File: src/screen_pkg.sv
`default_nettype none

package screen_pkg;

    // 10 bits covers screens up to 1023 pixels
    localparam int COORD_WIDTH = 10;
    typedef logic [COORD_WIDTH-1:0] coord_t;

    localparam int VRAM_A_WIDTH = 17;
    typedef logic [VRAM_A_WIDTH-1:0] vram_addr_t;

    // drawing order within a frame
    typedef enum logic [2:0] {
        LAYER_IDLE       = 3'd0,
        LAYER_BACKGROUND = 3'd1,
        LAYER_FAILHOLE   = 3'd2,
        LAYER_WINHOLE    = 3'd3,
        LAYER_BALL       = 3'd4,
        LAYER_OPTION     = 3'd5,
        LAYER_SELECT     = 3'd6
    } layer_t;

endpackage

`default_nettype wire

File: src/sprite_pkg.sv
`default_nettype none

package sprite_pkg;

    // slot numbers in the sprite buffer
    typedef enum logic [3:0] {
        SPR_BACKGROUND = 4'd0,
        SPR_BALL       = 4'd1,
        SPR_FAILHOLE   = 4'd2,
        SPR_WINHOLE    = 4'd3,
        SPR_SELECT     = 4'd6,
        SPR_PAUSE      = 4'd8,
        SPR_FAIL       = 4'd9,
        SPR_WIN        = 4'd10
    } sprite_t;

    localparam int SPRITEBUF_A_WIDTH = 15;
    typedef logic [SPRITEBUF_A_WIDTH-1:0] sprite_addr_t;

endpackage

`default_nettype wire

File: src/draw_if.sv
`timescale 1ns/1ns
`default_nettype none

interface draw_if;

    logic                   req;
    logic                   ack;
    screen_pkg::coord_t     pos_x;
    screen_pkg::coord_t     pos_y;
    screen_pkg::coord_t     width;
    screen_pkg::coord_t     height;
    sprite_pkg::sprite_t    sprite;

    // rectangle fields come from the placement unit, stable while req is high
    modport sequencer (
        output req, pos_x, pos_y, width, height, sprite,
        input  ack
    );

    modport walker (
        input  req, pos_x, pos_y, width, height, sprite,
        output ack
    );

endinterface

`default_nettype wire

File: src/layer_sequencer.sv
`timescale 1ns/1ns
`default_nettype none

module layer_sequencer (
    input  wire                     CLK,
    input  wire                     rst,
    input  wire                     i_frame_start,
    input  wire                     i_pause,
    input  wire                     i_fail,
    input  wire                     i_win,
    input  wire                     i_last_hole,
    output screen_pkg::layer_t      o_layer,
    output logic                    o_hole_clear,
    output logic                    o_hole_step,
    output logic                    o_is_layer_drawing,
    draw_if.sequencer               draw
);

    screen_pkg::layer_t layer;
    screen_pkg::layer_t next_layer;
    logic               layer_done;

    assign layer_done = draw.req && draw.ack;

    // status bits are looked at only when the ball layer finishes
    always_comb begin
        case (layer)
            screen_pkg::LAYER_BACKGROUND: next_layer = screen_pkg::LAYER_FAILHOLE;
            screen_pkg::LAYER_FAILHOLE: begin
                if (i_last_hole) begin
                    next_layer = screen_pkg::LAYER_WINHOLE;
                end else begin
                    next_layer = screen_pkg::LAYER_FAILHOLE;
                end
            end
            screen_pkg::LAYER_WINHOLE: next_layer = screen_pkg::LAYER_BALL;
            screen_pkg::LAYER_BALL: begin
                if (i_pause || i_fail || i_win) begin
                    next_layer = screen_pkg::LAYER_OPTION;
                end else begin
                    next_layer = screen_pkg::LAYER_IDLE;
                end
            end
            screen_pkg::LAYER_OPTION: next_layer = screen_pkg::LAYER_SELECT;
            default: next_layer = screen_pkg::LAYER_IDLE;
        endcase
    end

    always_ff @(posedge CLK) begin
        if (rst) begin
            layer    <= screen_pkg::LAYER_IDLE;
            draw.req <= 1'b0;
        end else if (layer == screen_pkg::LAYER_IDLE) begin
            if (i_frame_start) begin
                layer <= screen_pkg::LAYER_BACKGROUND;
                // ack may still be high right after the previous frame
                draw.req <= !draw.ack;
            end
        end else if (layer_done) begin
            draw.req <= 1'b0;
            layer    <= next_layer;
        end else if (!draw.req && !draw.ack) begin
            draw.req <= 1'b1;
        end
    end

    assign o_hole_clear = (layer == screen_pkg::LAYER_IDLE) && i_frame_start;

    // advance at the end of every hole except the last
    assign o_hole_step = (layer == screen_pkg::LAYER_FAILHOLE) && layer_done && !i_last_hole;

    assign o_layer            = layer;
    assign o_is_layer_drawing = (layer != screen_pkg::LAYER_IDLE);

endmodule

`default_nettype wire

File: src/hole_counter.sv
`timescale 1ns/1ns
`default_nettype none

module hole_counter #(
    parameter int FAIL_HOLES = 7
) (
    input  wire         CLK,
    input  wire         rst,
    input  wire         i_clear,
    input  wire         i_step,
    output logic [2:0]  o_index,
    output logic        o_last
);

    localparam logic [2:0] LAST_INDEX = 3'(FAIL_HOLES - 1);

    logic [2:0] index;

    // clear wins over step
    always_ff @(posedge CLK) begin
        if (rst || i_clear) begin
            index <= 3'd0;
        end else if (i_step) begin
            index <= index + 3'd1;
        end
    end

    assign o_index = index;
    assign o_last  = (index == LAST_INDEX);

endmodule

`default_nettype wire

File: src/layer_placement.sv
`timescale 1ns/1ns
`default_nettype none

module layer_placement #(
    parameter int SCREEN_WIDTH  = 320,
    parameter int SCREEN_HEIGHT = 180,
    parameter int SPRITE_SIZE   = 32,
    parameter int FAIL_HOLES    = 7
) (
    input  screen_pkg::layer_t                              i_layer,
    input  wire [2:0]                                       i_hole_index,
    input  screen_pkg::coord_t                              i_ball_x,
    input  screen_pkg::coord_t                              i_ball_y,
    input  screen_pkg::coord_t                              i_win_x,
    input  screen_pkg::coord_t                              i_win_y,
    input  wire [FAIL_HOLES*screen_pkg::COORD_WIDTH-1:0]    i_fail_x,
    input  wire [FAIL_HOLES*screen_pkg::COORD_WIDTH-1:0]    i_fail_y,
    input  wire                                             i_pause,
    input  wire                                             i_fail,
    input  wire                                             i_win,
    input  wire [2:0]                                       i_select_pos,
    output screen_pkg::coord_t                              o_pos_x,
    output screen_pkg::coord_t                              o_pos_y,
    output screen_pkg::coord_t                              o_width,
    output screen_pkg::coord_t                              o_height,
    output sprite_pkg::sprite_t                             o_sprite
);

    localparam screen_pkg::coord_t SPR      = screen_pkg::coord_t'(SPRITE_SIZE);
    localparam screen_pkg::coord_t OPT_X    = screen_pkg::coord_t'(4 * SPRITE_SIZE + SPRITE_SIZE / 2);
    localparam screen_pkg::coord_t OPT_Y    = screen_pkg::coord_t'(2 * SPRITE_SIZE);

    screen_pkg::coord_t     hole_x;
    screen_pkg::coord_t     hole_y;
    screen_pkg::coord_t     sel_y;
    sprite_pkg::sprite_t    option_sprite;

    assign hole_x = i_fail_x[i_hole_index*screen_pkg::COORD_WIDTH +: screen_pkg::COORD_WIDTH];
    assign hole_y = i_fail_y[i_hole_index*screen_pkg::COORD_WIDTH +: screen_pkg::COORD_WIDTH];

    // menu rows are 7 pixels apart
    assign sel_y = OPT_Y + screen_pkg::coord_t'(i_select_pos) * screen_pkg::coord_t'(7);

    assign option_sprite = i_pause ? sprite_pkg::SPR_PAUSE :
                           i_fail  ? sprite_pkg::SPR_FAIL  : sprite_pkg::SPR_WIN;

    always_comb begin
        o_pos_x  = '0;
        o_pos_y  = '0;
        o_width  = SPR;
        o_height = SPR;
        o_sprite = sprite_pkg::SPR_BACKGROUND;
        case (i_layer)
            screen_pkg::LAYER_BACKGROUND: begin
                o_width  = screen_pkg::coord_t'(SCREEN_WIDTH);
                o_height = screen_pkg::coord_t'(SCREEN_HEIGHT);
            end
            screen_pkg::LAYER_FAILHOLE: begin
                o_pos_x  = hole_x;
                o_pos_y  = hole_y;
                o_sprite = sprite_pkg::SPR_FAILHOLE;
            end
            screen_pkg::LAYER_WINHOLE: begin
                o_pos_x  = i_win_x;
                o_pos_y  = i_win_y;
                o_sprite = sprite_pkg::SPR_WINHOLE;
            end
            screen_pkg::LAYER_BALL: begin
                o_pos_x  = i_ball_x;
                o_pos_y  = i_ball_y;
                o_sprite = sprite_pkg::SPR_BALL;
            end
            screen_pkg::LAYER_OPTION: begin
                o_pos_x  = OPT_X;
                o_pos_y  = OPT_Y;
                o_sprite = option_sprite;
            end
            screen_pkg::LAYER_SELECT: begin
                o_pos_x  = OPT_X;
                o_pos_y  = sel_y;
                o_sprite = sprite_pkg::SPR_SELECT;
            end
            default: begin
                o_width  = '0;
                o_height = '0;
            end
        endcase
    end

endmodule

`default_nettype wire

File: src/sprite_walker.sv
`timescale 1ns/1ns
`default_nettype none

module sprite_walker #(
    parameter int SCREEN_WIDTH = 320,
    parameter int SPRITE_SIZE  = 32
) (
    input  wire                         CLK,
    input  wire                         rst,
    draw_if.walker                      draw,
    output screen_pkg::vram_addr_t      o_address_screen,
    output sprite_pkg::sprite_addr_t    o_address_sprite,
    output logic                        o_pixel_valid
);

    localparam int SPRITE_BITS = $clog2(SPRITE_SIZE);

    screen_pkg::coord_t         pix_x;
    screen_pkg::coord_t         pix_y;
    logic                       busy;
    logic                       last_col;
    logic                       last_row;
    logic [SPRITE_BITS-1:0]     tile_x;
    logic [SPRITE_BITS-1:0]     tile_y;
    screen_pkg::vram_addr_t     row;
    screen_pkg::vram_addr_t     col;

    assign last_col = (pix_x == draw.width - screen_pkg::coord_t'(1));
    assign last_row = (pix_y == draw.height - screen_pkg::coord_t'(1));

    // row-major walk, ack one cycle after the last pixel
    always_ff @(posedge CLK) begin
        if (rst) begin
            busy     <= 1'b0;
            draw.ack <= 1'b0;
            pix_x    <= '0;
            pix_y    <= '0;
        end else if (busy) begin
            if (last_col) begin
                pix_x <= '0;
                pix_y <= pix_y + screen_pkg::coord_t'(1);
                if (last_row) begin
                    busy     <= 1'b0;
                    draw.ack <= 1'b1;
                end
            end else begin
                pix_x <= pix_x + screen_pkg::coord_t'(1);
            end
        end else if (draw.ack) begin
            if (!draw.req) begin
                draw.ack <= 1'b0;
            end
        end else if (draw.req) begin
            busy  <= 1'b1;
            pix_x <= '0;
            pix_y <= '0;
        end
    end

    assign row = screen_pkg::vram_addr_t'(draw.pos_y) + screen_pkg::vram_addr_t'(pix_y);
    assign col = screen_pkg::vram_addr_t'(draw.pos_x) + screen_pkg::vram_addr_t'(pix_x);

    assign o_address_screen = row * screen_pkg::vram_addr_t'(SCREEN_WIDTH) + col;

    // low bits wrap the background tile
    assign tile_x = pix_x[SPRITE_BITS-1:0];
    assign tile_y = pix_y[SPRITE_BITS-1:0];

    assign o_address_sprite = sprite_pkg::sprite_addr_t'({draw.sprite, tile_y, tile_x});

    assign o_pixel_valid = busy;

endmodule

`default_nettype wire

File: src/layer_compositor.sv
`timescale 1ns/1ns
`default_nettype none

module layer_compositor #(
    parameter int SCREEN_WIDTH  = 320,
    parameter int SCREEN_HEIGHT = 180,
    parameter int SPRITE_SIZE   = 32,
    parameter int FAIL_HOLES    = 7
) (
    input  wire                                             CLK,
    input  wire                                             rst,
    input  wire                                             i_frame_start,
    input  screen_pkg::coord_t                              i_ball_x,
    input  screen_pkg::coord_t                              i_ball_y,
    input  screen_pkg::coord_t                              i_win_x,
    input  screen_pkg::coord_t                              i_win_y,
    input  wire [FAIL_HOLES*screen_pkg::COORD_WIDTH-1:0]    i_fail_x,
    input  wire [FAIL_HOLES*screen_pkg::COORD_WIDTH-1:0]    i_fail_y,
    input  wire                                             i_pause,
    input  wire                                             i_fail,
    input  wire                                             i_win,
    input  wire [2:0]                                       i_select_pos,
    output screen_pkg::vram_addr_t                          o_address_screen,
    output sprite_pkg::sprite_addr_t                        o_address_sprite,
    output logic                                            o_pixel_valid,
    output logic                                            o_is_layer_drawing
);

    screen_pkg::layer_t layer;
    logic               hole_clear;
    logic               hole_step;
    logic [2:0]         hole_index;
    logic               last_hole;

    draw_if draw_bus ();

    layer_sequencer u_sequencer (
        .CLK                (CLK),
        .rst                (rst),
        .i_frame_start      (i_frame_start),
        .i_pause            (i_pause),
        .i_fail             (i_fail),
        .i_win              (i_win),
        .i_last_hole        (last_hole),
        .o_layer            (layer),
        .o_hole_clear       (hole_clear),
        .o_hole_step        (hole_step),
        .o_is_layer_drawing (o_is_layer_drawing),
        .draw               (draw_bus.sequencer)
    );

    hole_counter #(
        .FAIL_HOLES (FAIL_HOLES)
    ) u_hole_counter (
        .CLK     (CLK),
        .rst     (rst),
        .i_clear (hole_clear),
        .i_step  (hole_step),
        .o_index (hole_index),
        .o_last  (last_hole)
    );

    // placement fills the rectangle fields on the sequencer side of the bus
    layer_placement #(
        .SCREEN_WIDTH  (SCREEN_WIDTH),
        .SCREEN_HEIGHT (SCREEN_HEIGHT),
        .SPRITE_SIZE   (SPRITE_SIZE),
        .FAIL_HOLES    (FAIL_HOLES)
    ) u_placement (
        .i_layer      (layer),
        .i_hole_index (hole_index),
        .i_ball_x     (i_ball_x),
        .i_ball_y     (i_ball_y),
        .i_win_x      (i_win_x),
        .i_win_y      (i_win_y),
        .i_fail_x     (i_fail_x),
        .i_fail_y     (i_fail_y),
        .i_pause      (i_pause),
        .i_fail       (i_fail),
        .i_win        (i_win),
        .i_select_pos (i_select_pos),
        .o_pos_x      (draw_bus.pos_x),
        .o_pos_y      (draw_bus.pos_y),
        .o_width      (draw_bus.width),
        .o_height     (draw_bus.height),
        .o_sprite     (draw_bus.sprite)
    );

    sprite_walker #(
        .SCREEN_WIDTH (SCREEN_WIDTH),
        .SPRITE_SIZE  (SPRITE_SIZE)
    ) u_walker (
        .CLK              (CLK),
        .rst              (rst),
        .draw             (draw_bus.walker),
        .o_address_screen (o_address_screen),
        .o_address_sprite (o_address_sprite),
        .o_pixel_valid    (o_pixel_valid)
    );

endmodule

`default_nettype wire

File: config.mk
export PLATFORM = sky130hd
export DESIGN_NAME = layer_compositor
export DESIGN_NICKNAME = d
export VERILOG_FILES = /design/src/screen_pkg.sv /design/src/sprite_pkg.sv /design/src/draw_if.sv /design/src/layer_sequencer.sv /design/src/hole_counter.sv /design/src/layer_placement.sv /design/src/sprite_walker.sv /design/src/layer_compositor.sv
export SDC_FILE = /design/constraint.sdc
export NUM_CORES = 1
export LEC_CHECK = 0
export ABC_AREA = 1
export BUFFER_PORTS_ARGS = -buffer_cell sky130_fd_sc_hd__buf_2
export CAP_MARGIN = 15
export CORE_MARGIN = 1.5
export CORE_UTILIZATION = 45
export CTS_CLUSTER_SIZE = 24
export DETAILED_ROUTE_END_ITERATION = 8
export HOLD_SLACK_MARGIN = 0.15
export PLACE_DENSITY = 0.82
export SKIP_LAST_GASP = 1
export SLEW_MARGIN = 5
export SYNTH_ARGS = -nofsm -noshare
export SYNTH_HDL_FRONTEND = slang
export SYNTH_SLANG_ARGS = --single-unit
export TNS_END_PERCENT = 100
File: constraint.sdc
create_clock -name CLK -period 12.6 [get_ports CLK]
set_input_delay 3.78 -clock CLK [delete_from_list [all_inputs] [get_ports CLK]]
set_output_delay 3.78 -clock CLK [all_outputs]
set_load 0.02 [all_outputs]
* After elaboration in Yosys (flattened, before gate mapping) *
Cells that the tools add are included.

word-level totals
  bits in latches = 0
  bits in registers = 29
  word-level logic and storage cells = 89
  output and inout bits = 34
  memories = 0
  memory bits (read-only) = 0
  input bits = 189
  bits in writable memories = 0

operators by class
  multiply operators = 3
  bitwise operators = 0
  mux-type cells = 32
  equality and inequality tests = 13
  shifts and indexed selects = 2
  order comparisons = 0
  $add $sub $neg = 9
  reduce and logical (&&, ||, !) cells = 23
  divide/modulo/power cells = 0

operator list
  operator                                                                number
  70-bit by 8-bit indexed part select with 10-bit output                  2
  10-bit 2-to-1 mux                                                       6
  10-bit case mux with 5 select lines                                     1
  10-bit case mux with 4 select lines                                     1
  10-bit by 10-bit adder with 11-bit output                               2
  10-bit by 1-bit adder with 10-bit output (second input constant)        2
  10-bit equality test                                                    2
  4-bit case mux with 5 select lines                                      1
  9-bit case mux with 2 select lines                                      1
  17-bit adder                                                            1
  17-bit by 3-bit multiplier with 11-bit output (second input constant)   1
  8-bit case mux with 2 select lines                                      1
  3-bit case mux with 5 select lines                                      1
  1-bit 2-to-1 mux                                                        14
  3-bit equality test (second input constant)                             4
  3-bit by 3-bit multiplier with 6-bit output (second input constant)     2
  3-bit 2-to-1 mux                                                        4
  9-bit by 1-bit subtractor with 10-bit output (second input constant)    1
  8-bit by 1-bit subtractor with 9-bit output (second input constant)     1
  7-bit by 6-bit adder with 8-bit output (first input constant)           1
  2-bit inequality test (second input constant)                           4
  2-bit AND reduction                                                     4
  3-bit by 2-bit equality test with 1-bit output (second input constant)  2
  3-bit nonzero test                                                      2
  12 further kinds                                                        21

* Depth between registers and ports, before layout *
Gate-level depths: netlist of run 1.

  word-level depth = 8
  mapped depth = 32

* Worst setup path before layout of run 1 *
Ideal clock, no wire load.

  path kind = input port to output port
  start point = input i_select_pos[0]
  end point = output o_address_screen[15]
  stages = 23
  path buffers = 0
  arrival time = 8.025 ns
  slack = 0.795 ns
  cells stage by stage = inv_1 > fa_1 > inv_1 > ha_1 > ha_1 > fa_1 > ha_1 > nand2_1 > nand4_1 > ha_1 > nand2_1 > or2_2 > nand3_1 > xor2_1 > ha_1 > ha_1 > a21oi_1 > nand3_1 > nand2_1 > nand2_1 > inv_1 > nand3_1 > xor2_1

between the ends
  longest elaborated chain between the ends = 6

RTL lines
  item                                           line                    source
  start: declaration                             layer_compositor.sv:22  input wire [2:0] i_select_pos,
  3-bit by 3-bit multiplier with 6-bit output    layer_placement.sv:42   assign sel_y = OPT_Y + screen_pkg::coord_t'(i_select_pos) * screen_pkg::coord_t'(7);
  7-bit by 6-bit adder with 8-bit output         layer_placement.sv:42
  10-bit case mux with 5 select lines            layer_placement.sv:53   case (i_layer)
  10-bit by 10-bit adder with 11-bit output      sprite_walker.sv:60     assign row = screen_pkg::vram_addr_t'(draw.pos_y) + screen_pkg::vram_addr_t'(pix_y);
  17-bit by 3-bit multiplier with 11-bit output  sprite_walker.sv:63     assign o_address_screen = row * screen_pkg::vram_addr_t'(SCREEN_WIDTH) + col;
  17-bit adder                                   sprite_walker.sv:63
  end: declaration                               layer_compositor.sv:23  output screen_pkg::vram_addr_t o_address_screen,

Every way passes these cells.

* Final worst setup path of run 1 *
  start point = input i_select_pos[0]
  end point = output o_address_screen[16]

The elaborated chain is that of the path after synthesis.

==> flow_metrics.tcl, run 1 <==
set metrics [dict create \
    cp-end-kind "primary output" \
    worstPathRequired_ps 8820 \
    ios 223 \
    portBuffers 221 \
    initial_core_util 0.470 \
    gr-usage-all-layers 0.280 \
    post_drt_wl_per_cell_um 15.2 \
    gr-total-overflow 0 \
    clkTransAtPathRegs_ps 50 \
    synth_common_cells "194 x nand2_1, 99 x nor2_1, 93 x inv_1, 90 x o21ai_0, 59 x nand3_1" \
    die_area_um2 12100 \
    final_util 0.585 \
    p_per_area_nw_per_um2 101 \
    hold_path.class "reg2reg" \
    start_kind "primary input" \
    ys_types 35 \
    fin_skew_ps 3.37 \
    grt_pass1_wl_mm 26.6 \
    final_cell_area_um2 6420 \
    diodes 0 \
    finalCritPeriodShare 0.975 \
    dpl_cell_area_um2 6200 \
    coreArea_um2 11000 \
    clk_path_buf_depth 2 \
    root_buffer "clkbuf_16" \
    drt_iter0_markers 639 \
    synth_nets 1115 \
    nets 1298 \
    path_max_fanout 4 \
    cp.arrival_ps 8500 \
    maxSlewHeadroom 0.305 \
    path_class "in2out" \
    yosys.area.top_type "nand2_1" \
    busiest_layer "met2" \
    wirelength_mm 18.0 \
    worst_hold_slack_ps 508 \
    antenna_found_initial 0 \
    cts_sinks 29 \
    hold_viol 0 \
    peakVddDrop_mv 0.115 \
    synth-seq-area-share 0.113 \
    layoutNonFillerInstCount 1189 \
    cpPeakStageDelay_ps 560 \
    synth.most_common_cell "nand2_1" \
    gp_congestion 0.937 \
    slew_violations 0 \
    fmax_ghz 0.0814 \
    worst_slew_pin_slew_ps 1040 \
    maxCapViolations 0 \
    syn-instance-count 865 \
    grtUsageMet3 0.0341 \
    viasPerCell 5.44 \
    status "completed" \
    drtAntennaViolNets 0 \
    finalSetupViolCount 0 \
    slowest_stage "fa_1" \
    p_leak_nw 3.36 \
    place_inst 1180 \
    period_needed_ps 12280 \
    drive_gt1_frac 0.246 \
    clk_latency_ps 280 \
    cts_tree "built" \
    yosys_most_used_dff "dfxtp_1" \
    met1_usage 0.396 \
    fillCellCount 1126 \
    cts_buffers 5 \
    synth_edf_count 0 \
    htree_levels 2 \
    area_growth_pct 24.5 \
    vias 6470 \
    grt_max_degree 65 \
    fin_total_pwr_w 0.000647 \
    first_pass_iters 6 \
    seqCellArea_um2 582 \
    netlist_area_um2 5160 \
    placementRows 38 \
    synth_seq_cells 29 \
    hold_buffers 0 \
    die_w_um 110 \
    grt_pass1_vias 5494 \
    hpwlAfterDp_mm 14.6 \
    multi_input_area_um2 3980 \
    synth_top_area_frac 0.141 \
    chipHeight_um 110 \
    ys_warn_count 0 \
    ys_async_sr_fraction 0 \
    drc 0 \
    syn_avg_cell_area_um2 5.96 \
    grtUsageMet2 0.454 \
    synth.area.top_cells "nand2_1 14%, ha_1 13%, dfxtp_1 11%" \
]
[kinds of logic after synthesis]
group,share of synthesized area
compound gates,0.217
fa+ha+maj,0.158
xor+xnor,0.0611
other cells,0.000727
flops,0.113
simple gates,0.327
buf+inv,0.123
[worst max-delay path, delay by kind of cell]
kind,cells,cell delay (ps)
adder cells (fa/ha/maj),8,2570
AND/OR/NAND/NOR,10,1120
buffers and inverters,6,610
XOR/XNOR,2,290
AO/OA/AOI/OAI,1,120
[state kept, by name, indices dropped and copies added (netlist names)]
| signal | cells |
|---|---|
| u_hole_counter.o_index | 3 |
| u_sequencer.draw.req | 1 |
| u_sequencer.o_layer | 3 |
| u_walker.draw.ack | 1 |
| u_walker.o_pixel_valid | 1 |
| u_walker.pix_x | 10 |
| u_walker.pix_y | 10 |
[through the flow]
| step | TNS [ps] | worst slack [ps] |
|---|---|---|
| 2_1_floorplan | 0 | 795 |
| 3_3_place_gp | 0 | 407 |
| 3_5_place_dp | 0 | 277 |
| 4_1_cts | 0 | 269 |
| 5_1_grt | -20.7 | -20.7 |
| 6_report | 0 | 318 |
[final cells by class]
class | instances | share of cell area
tap | 140 | 0.0273
clock inverter | 2 | 0.00585
timing repair buffer | 225 | 0.177
inverter | 100 | 0.0585
clock buffer | 6 | 0.0216
sequential | 29 | 0.0906
multi-input combinational | 687 | 0.619
[path summary, 6_finish.rpt]
kind | from | endpoint | slack, ps | depth (start not counted)
max reg2reg | u_hole_counter.o_index[0] | u_hole_counter.o_index[2] | 9770 | 8
min reg2reg | u_walker.pix_x[3] | u_walker.pix_x[3] | 510 | 2
max | i_select_pos[0] | o_address_screen[16] | 320 | 27
min | u_walker.pix_x[3] | u_walker.pix_x[3] | 510 | 2
[layout by cell type, fill, tap and decap left out, types with 2 or more instances in the layout]
master	instances
buf_2	221
nand2_1	194
nor2_1	98
inv_1	93
o21ai_0	90
nand3_1	59
ha_1	52
a21oi_1	48
dfxtp_1	28
xor2_1	23
o211ai_1	23
nand4_1	21
o221ai_1	18
xnor2_1	12
nor3_1	7
fa_1	7
inv_2	5
clkbuf_16	5
nor2_4	4
or2_2	4
nand3b_1	4
buf_4	4
o22ai_1	3
a21oi_2	3
nand2_2	3
a211oi_1	3
clkinv_1	2
o21bai_1	2
[metal layers]
metal / part of all wire / vias to the layer above
met4: 0.016 / 0
met5: 0 / -
met1: 0.44 / 2898
met2: 0.46 / 296
li1: - / 3252
met3: 0.086 / 24
[power breakdown]
part | internal (W) | switching (W) | total [W]
Clock | 0.0000985 | 0.0000434 | 0.000142
Sequential | 0.0000960 | 0.00000734 | 0.000103
Combinational | 0.000147 | 0.000255 | 0.000402
[timing repair]
item | CTS | global route
endpoints found under the setup margin | 0 | 2
buffers inserted | 0 | 1
resized for setup | 0 | 6
hold endpoints to repair | 0 | 0
(Power assumes the default switching activity.)
==> inputs of run 2 (changes only) <==
--- a/config.mk
+++ b/config.mk
@@ -14,6 +14,7 @@
 export DETAILED_ROUTE_END_ITERATION = 8
 export HOLD_SLACK_MARGIN = 0.15
 export PLACE_DENSITY = 0.82
+export RECOVER_POWER = 100
 export SKIP_LAST_GASP = 1
 export SLEW_MARGIN = 5
 export SYNTH_ARGS = -nofsm -noshare
==> run 2 against run 1 <==
  * Highest routed layer unchanged
  * Count of clock-buffer cells in the layout did not move
  * Sequential power about the same
  * Die area unchanged
  * Largest cell class unchanged
  * Hold slack is essentially flat
  * Clock power hardly changed
  * Via count fell by 0.79%
  * Critical endpoint unchanged
==> flow_metrics.tcl, run 2 (synthesis results as in run 1) <==
set metrics [dict create \
    slew_violations 0 \
    hold_path.class "reg2reg" \
    hold_buffers 0 \
    start_kind "primary input" \
    maxSlewHeadroom 0.316 \
    power.internal_w 0.000333 \
    path_max_fanout 4 \
    hpwlAfterDp_mm 14.6 \
    p_per_area_nw_per_um2 100 \
    p_sw_frac 0.480 \
    drive_gt1_frac 0.214 \
    p_clk_frac 0.221 \
    combPwrFrac 0.618 \
    worst_slew_pin_slew_ps 1020 \
    cp.arrival_ps 8500 \
    cp-end-kind "primary output" \
    ios 223 \
    htree_levels 2 \
    finalSetupViolCount 0 \
    die_area_um2 12100 \
    peakVddDrop_mv 0.106 \
    routedLengthMet1_mm 7.87 \
    fin_setup_tns_ps 0 \
    status "completed" \
    initial_core_util 0.470 \
    reg_top3 "u_walker.pix_x: 10 flops, u_walker.pix_y: 10 flops" \
    grt_pass1_vias 5494 \
    grt_pass1_wl_mm 26.6 \
    die_w_um 110 \
    diodes 0 \
    clk_path_buf_depth 2 \
    fin_skew_ps 3.95 \
    period_needed_ps 12280 \
    drtAntennaViolNets 0 \
    nets 1298 \
    coreArea_um2 11000 \
    viasPerCell 5.40 \
    first_pass_iters 5 \
    cts_tree "built" \
    grt_max_degree 65 \
    final_common_cell "nand2_1" \
    gp_congestion 0.937 \
    placementRows 38 \
    fmax_ghz 0.0814 \
    wirelength_mm 18.0 \
    clk_latency_ps 280 \
    antenna_found_initial 0 \
    p_leak_nw 3.23 \
    drc 0 \
    worstPathRequired_ps 8820 \
    layout_common_cells "194 x nand2_1, 187 x buf_2, 98 x nor2_1" \
    p_sw_w 0.000307 \
    chipHeight_um 110 \
    path_class "in2out" \
    hold_viol 0 \
    area_growth_pct 23.7 \
    finalCritPeriodShare 0.975 \
    top_layer "met4" \
    post_drt_wl_per_cell_um 15.1 \
    drt_iter0_markers 607 \
    dr_wl_met2_mm 8.29 \
    final_cell_area_um2 6380 \
    gr-total-overflow 0 \
    gr-usage-all-layers 0.280 \
    root_buffer "clkbuf_16" \
    vias 6419 \
    dpl_cell_area_um2 6200 \
    clkTransAtPathRegs_ps 50 \
    maxCapViolations 0 \
    portBuffers 221 \
    fin_total_pwr_w 0.000640 \
    cts_sinks 29 \
    cts_buffers 5 \
    met3WireLength_mm 1.53 \
    p_seq_frac 0.161 \
]
[run 2: cell types whose count changed in the layout (fill, tap and decap cells not counted)]
cell | previous run | this run
clkbuf_2 | 0 | 1
clkbuf_1 | 0 | 33
buf_2 | 221 | 187
[run 2: final cells by class]
cell class                      count  area (µm²)
Fill cell                        1142        4600
Tap cell                          140         175
Multi-Input combinational cell    687        3980
Inverter                          100         375
Clock buffer                        6         139
Timing Repair Buffer              225        1090
Sequential cell                    29         582
Clock inverter                      2        37.5
[run 2: worst paths after layout]
path                        startpoint                        end  depth (start not counted)  slack, ps
min                  u_walker.pix_x[3]          u_walker.pix_x[3]                          2        510
max reg2reg  u_hole_counter.o_index[0]  u_hole_counter.o_index[2]                          8       9800
min reg2reg          u_walker.pix_x[3]          u_walker.pix_x[3]                          2        510
max                    i_select_pos[0]       o_address_screen[16]                         27        320
[run 2: critical path: stages]
cell and delay, ps:
buf_2 120, inv_1 80, fa_1 550, inv_1 50, ha_1 190, ha_1 210, fa_1 370, ha_1 280
nand2_1 60, nand4_1 170, ha_4 340, nand2_1 60, or2_2 290, nand3_1 140, xor2_2 170, ha_1 260
ha_2 370, nand2_1 90, inv_1 60, nand4_1 70, o211ai_1 120, xnor2_1 120, buf_4 150, nor2_1 100
nand3_1 80, nand2_1 60, buf_2 150
[run 2: routing by layer]
| layer | GRT usage | vias up |
|---|---|---|
| li1 | - | 3252 |
| met1 | 0.396 | 2852 |
| met2 | 0.454 | 291 |
| met3 | 0.0341 | 24 |
| met4 | 0.0594 | 0 |
| met5 | 0 | - |
[run 2: power groups by stage]
| stage | clock network (W) | registers [W] | logic (W) |
|---|---|---|---|
| floorplan | 0 | 0.000103 | 0.000266 |
| global placement | 0 | 0.000105 | 0.000386 |
| detailed placement | 0 | 0.000105 | 0.000391 |
| CTS | 0.000143 | 0.000103 | 0.000393 |
| global route | 0.000147 | 0.000104 | 0.000439 |
| finish | 0.000141 | 0.000103 | 0.000396 |
[run 2: timing repair]
action | in CTS | in global routing
endpoints found under the setup margin | 0 | 2
buffers inserted | 0 | 1
gates resized for setup | 0 | 6
[run 2: stage by stage]
step           setup WS [ps]   util  std cells  hold slack (ps)
2_1_floorplan            795      -        865              443
6_report                 317  0.581       1189              508
3_5_place_dp             277  0.565       1180              501
4_1_cts                  269  0.581       1188              511
3_3_place_gp             407  0.565       1180              480
5_1_grt                -20.8  0.581       1189              539
==> inputs of run 3 (changes only) <==
--- a/config.mk
+++ b/config.mk
@@ -8,12 +8,14 @@
 export ABC_AREA = 1
 export BUFFER_PORTS_ARGS = -buffer_cell sky130_fd_sc_hd__buf_2
 export CAP_MARGIN = 15
+export CELL_PAD_IN_SITES_DETAIL_PLACEMENT = 1
+export CELL_PAD_IN_SITES_GLOBAL_PLACEMENT = 1
 export CORE_MARGIN = 1.5
-export CORE_UTILIZATION = 45
+export CORE_UTILIZATION = 32
 export CTS_CLUSTER_SIZE = 24
 export DETAILED_ROUTE_END_ITERATION = 8
 export HOLD_SLACK_MARGIN = 0.15
-export PLACE_DENSITY = 0.82
+export PLACE_DENSITY = 0.88
 export RECOVER_POWER = 100
 export SKIP_LAST_GASP = 1
 export SLEW_MARGIN = 5
==> run 3 against run 2 <==
  * Setup slack worse by 110 ps
  * Sequential cell count unchanged
  * Clock power barely moved
  * Sequential share of layout area decreased by 0.13 points
  * First-iteration DRC count down 47%
  * Critical path depth is 1 higher
==> flow_metrics.tcl, run 3 (synthesis results as in run 1) <==
set metrics [dict create \
    status "completed" \
    hold_viol 0 \
    worst_slew_pin_slew_ps 999 \
    peakVddDrop_mv 0.0618 \
    start_kind "primary input" \
    p_sw_w 0.000323 \
    viasPerCell 5.27 \
    gr-usage-all-layers 0.248 \
    nets 1300 \
    gp_congestion 0.902 \
    root_buffer "clkbuf_16" \
    gr-total-overflow 0 \
    slew_violations 0 \
    worstPathRequired_ps 8820 \
    wirelength_mm 22.1 \
    area_growth_pct 25.5 \
    cp_top_family "adder cells" \
    hpwlAfterDp_mm 18.2 \
    layout_common_cells "194 x nand2_1, 190 x buf_2, 98 x nor2_1" \
    path_max_fanout 4 \
    path_class "in2out" \
    grt_pass1_wl_mm 32.9 \
    drive_gt1_frac 0.214 \
    p_per_area_nw_per_um2 101 \
    placementRows 46 \
    diodes 0 \
    p_sw_frac 0.494 \
    initial_core_util 0.326 \
    vias 6682 \
    worst-path-buf-inv 6 \
    ios 223 \
    drt_iter0_markers 320 \
    rsz0062_at_grt "true" \
    clk_latency_ps 280 \
    fin_skew_ps 6.66 \
    cp.arrival_ps 8620 \
    clkTransAtPathRegs_ps 50 \
    grt_max_degree 63 \
    fmax_ghz 0.0807 \
    p_seq_frac 0.158 \
    cp-end-kind "primary output" \
    power.internal_w 0.000332 \
    slowest_stage "fa_1" \
    p_leak_nw 3.26 \
    cts_tree "built" \
    finalSetupViolCount 0 \
    finalCritPeriodShare 0.984 \
    hold_buffers 0 \
    antenna_found_initial 0 \
    cpPeakStageDelay_ps 540 \
    period_needed_ps 12400 \
    maxCapViolations 0 \
    hold_path.class "reg2reg" \
    die_w_um 130 \
    cts_buffers 5 \
    reg_top3 "u_walker.pix_x: 10 flops, u_walker.pix_y: 10 flops" \
    coreArea_um2 15800 \
    post_drt_wl_per_cell_um 17.4 \
    clk_path_buf_depth 2 \
    chipHeight_um 130 \
    final_common_cell "nand2_1" \
    die_area_um2 16900 \
    portBuffers 221 \
    p_clk_frac 0.217 \
    worst_hold_slack_ps 486 \
    drc 0 \
    final_util 0.409 \
    first_pass_iters 5 \
    cts_sinks 29 \
    grt_pass1_vias 6445 \
    htree_levels 2 \
    drtAntennaViolNets 0 \
    combPwrFrac 0.625 \
    maxSlewHeadroom 0.333 \
]
run 3: routing by layer:
layer,share of wire,vias up,GRT usage
met5,0,-,0
li1,-,3259,-
met4,0.014,0,0.0529
met2,0.49,203,0.424
met1,0.44,3196,0.326
met3,0.054,24,0.0447
run 3: power groups by stage:
stage               clock (W)  combinational [W]  sequential (W)
CTS                  0.000146           0.000414        0.000103
global placement            0           0.000393        0.000105
detailed placement          0           0.000411        0.000105
global route         0.000149           0.000446        0.000104
floorplan                   0           0.000266        0.000103
finish               0.000142           0.000409        0.000103
run 3: final timing paths:
check                                               start                        end  slack (ps)  depth (start not counted)
worst max-delay path                      i_select_pos[0]       o_address_screen[16]         200                         28
worst min-delay path                    u_walker.draw.ack       u_sequencer.draw.req         490                          1
worst max register to register  u_hole_counter.o_index[0]  u_hole_counter.o_index[2]       10070                         10
worst min register to register          u_walker.draw.ack       u_sequencer.draw.req         490                          1
run 3: final cells by class:
| type | instances | area (µm²) |
|---|---|---|
| inverter | 100 | 375 |
| clock inverter | 1 | 30.0 |
| multi-input combinational | 687 | 3960 |
| tap | 216 | 270 |
| sequential | 29 | 582 |
| clock buffer | 7 | 143 |
| timing repair buffer | 227 | 1110 |
| fill | 2244 | 9360 |
run 3: per-stage QoR:
stage | TNS [ps] | power, W | worst slack (ps) | std cells | instance area, µm²
after floorplan | 0 | 0.000370 | 795 | 865 | 5160
after detailed placement | 0 | 0.000516 | 177 | 1259 | 6320
after CTS | 0 | 0.000663 | 168 | 1267 | 6490
after global routing | -35.8 | 0.000699 | -35.8 | 1267 | 6470
final | 0 | 0.000655 | 205 | 1267 | 6470
after global placement | 0 | 0.000497 | 400 | 1259 | 6320
run 3: worst reg2reg max path: cells and delay by family, from the launching register on:
family	cells	cell delay, ps
AO/OA/AOI/OAI	1	40
buffers and inverters	4	1350
flip-flops	1	310
adder cells (fa/ha/maj)	1	260
AND/OR/NAND/NOR	4	420
run 3: what timing repair did:
action                     CTS  global route
buffers inserted             0             0
setup endpoints to repair    0             2
resized for setup            0             3
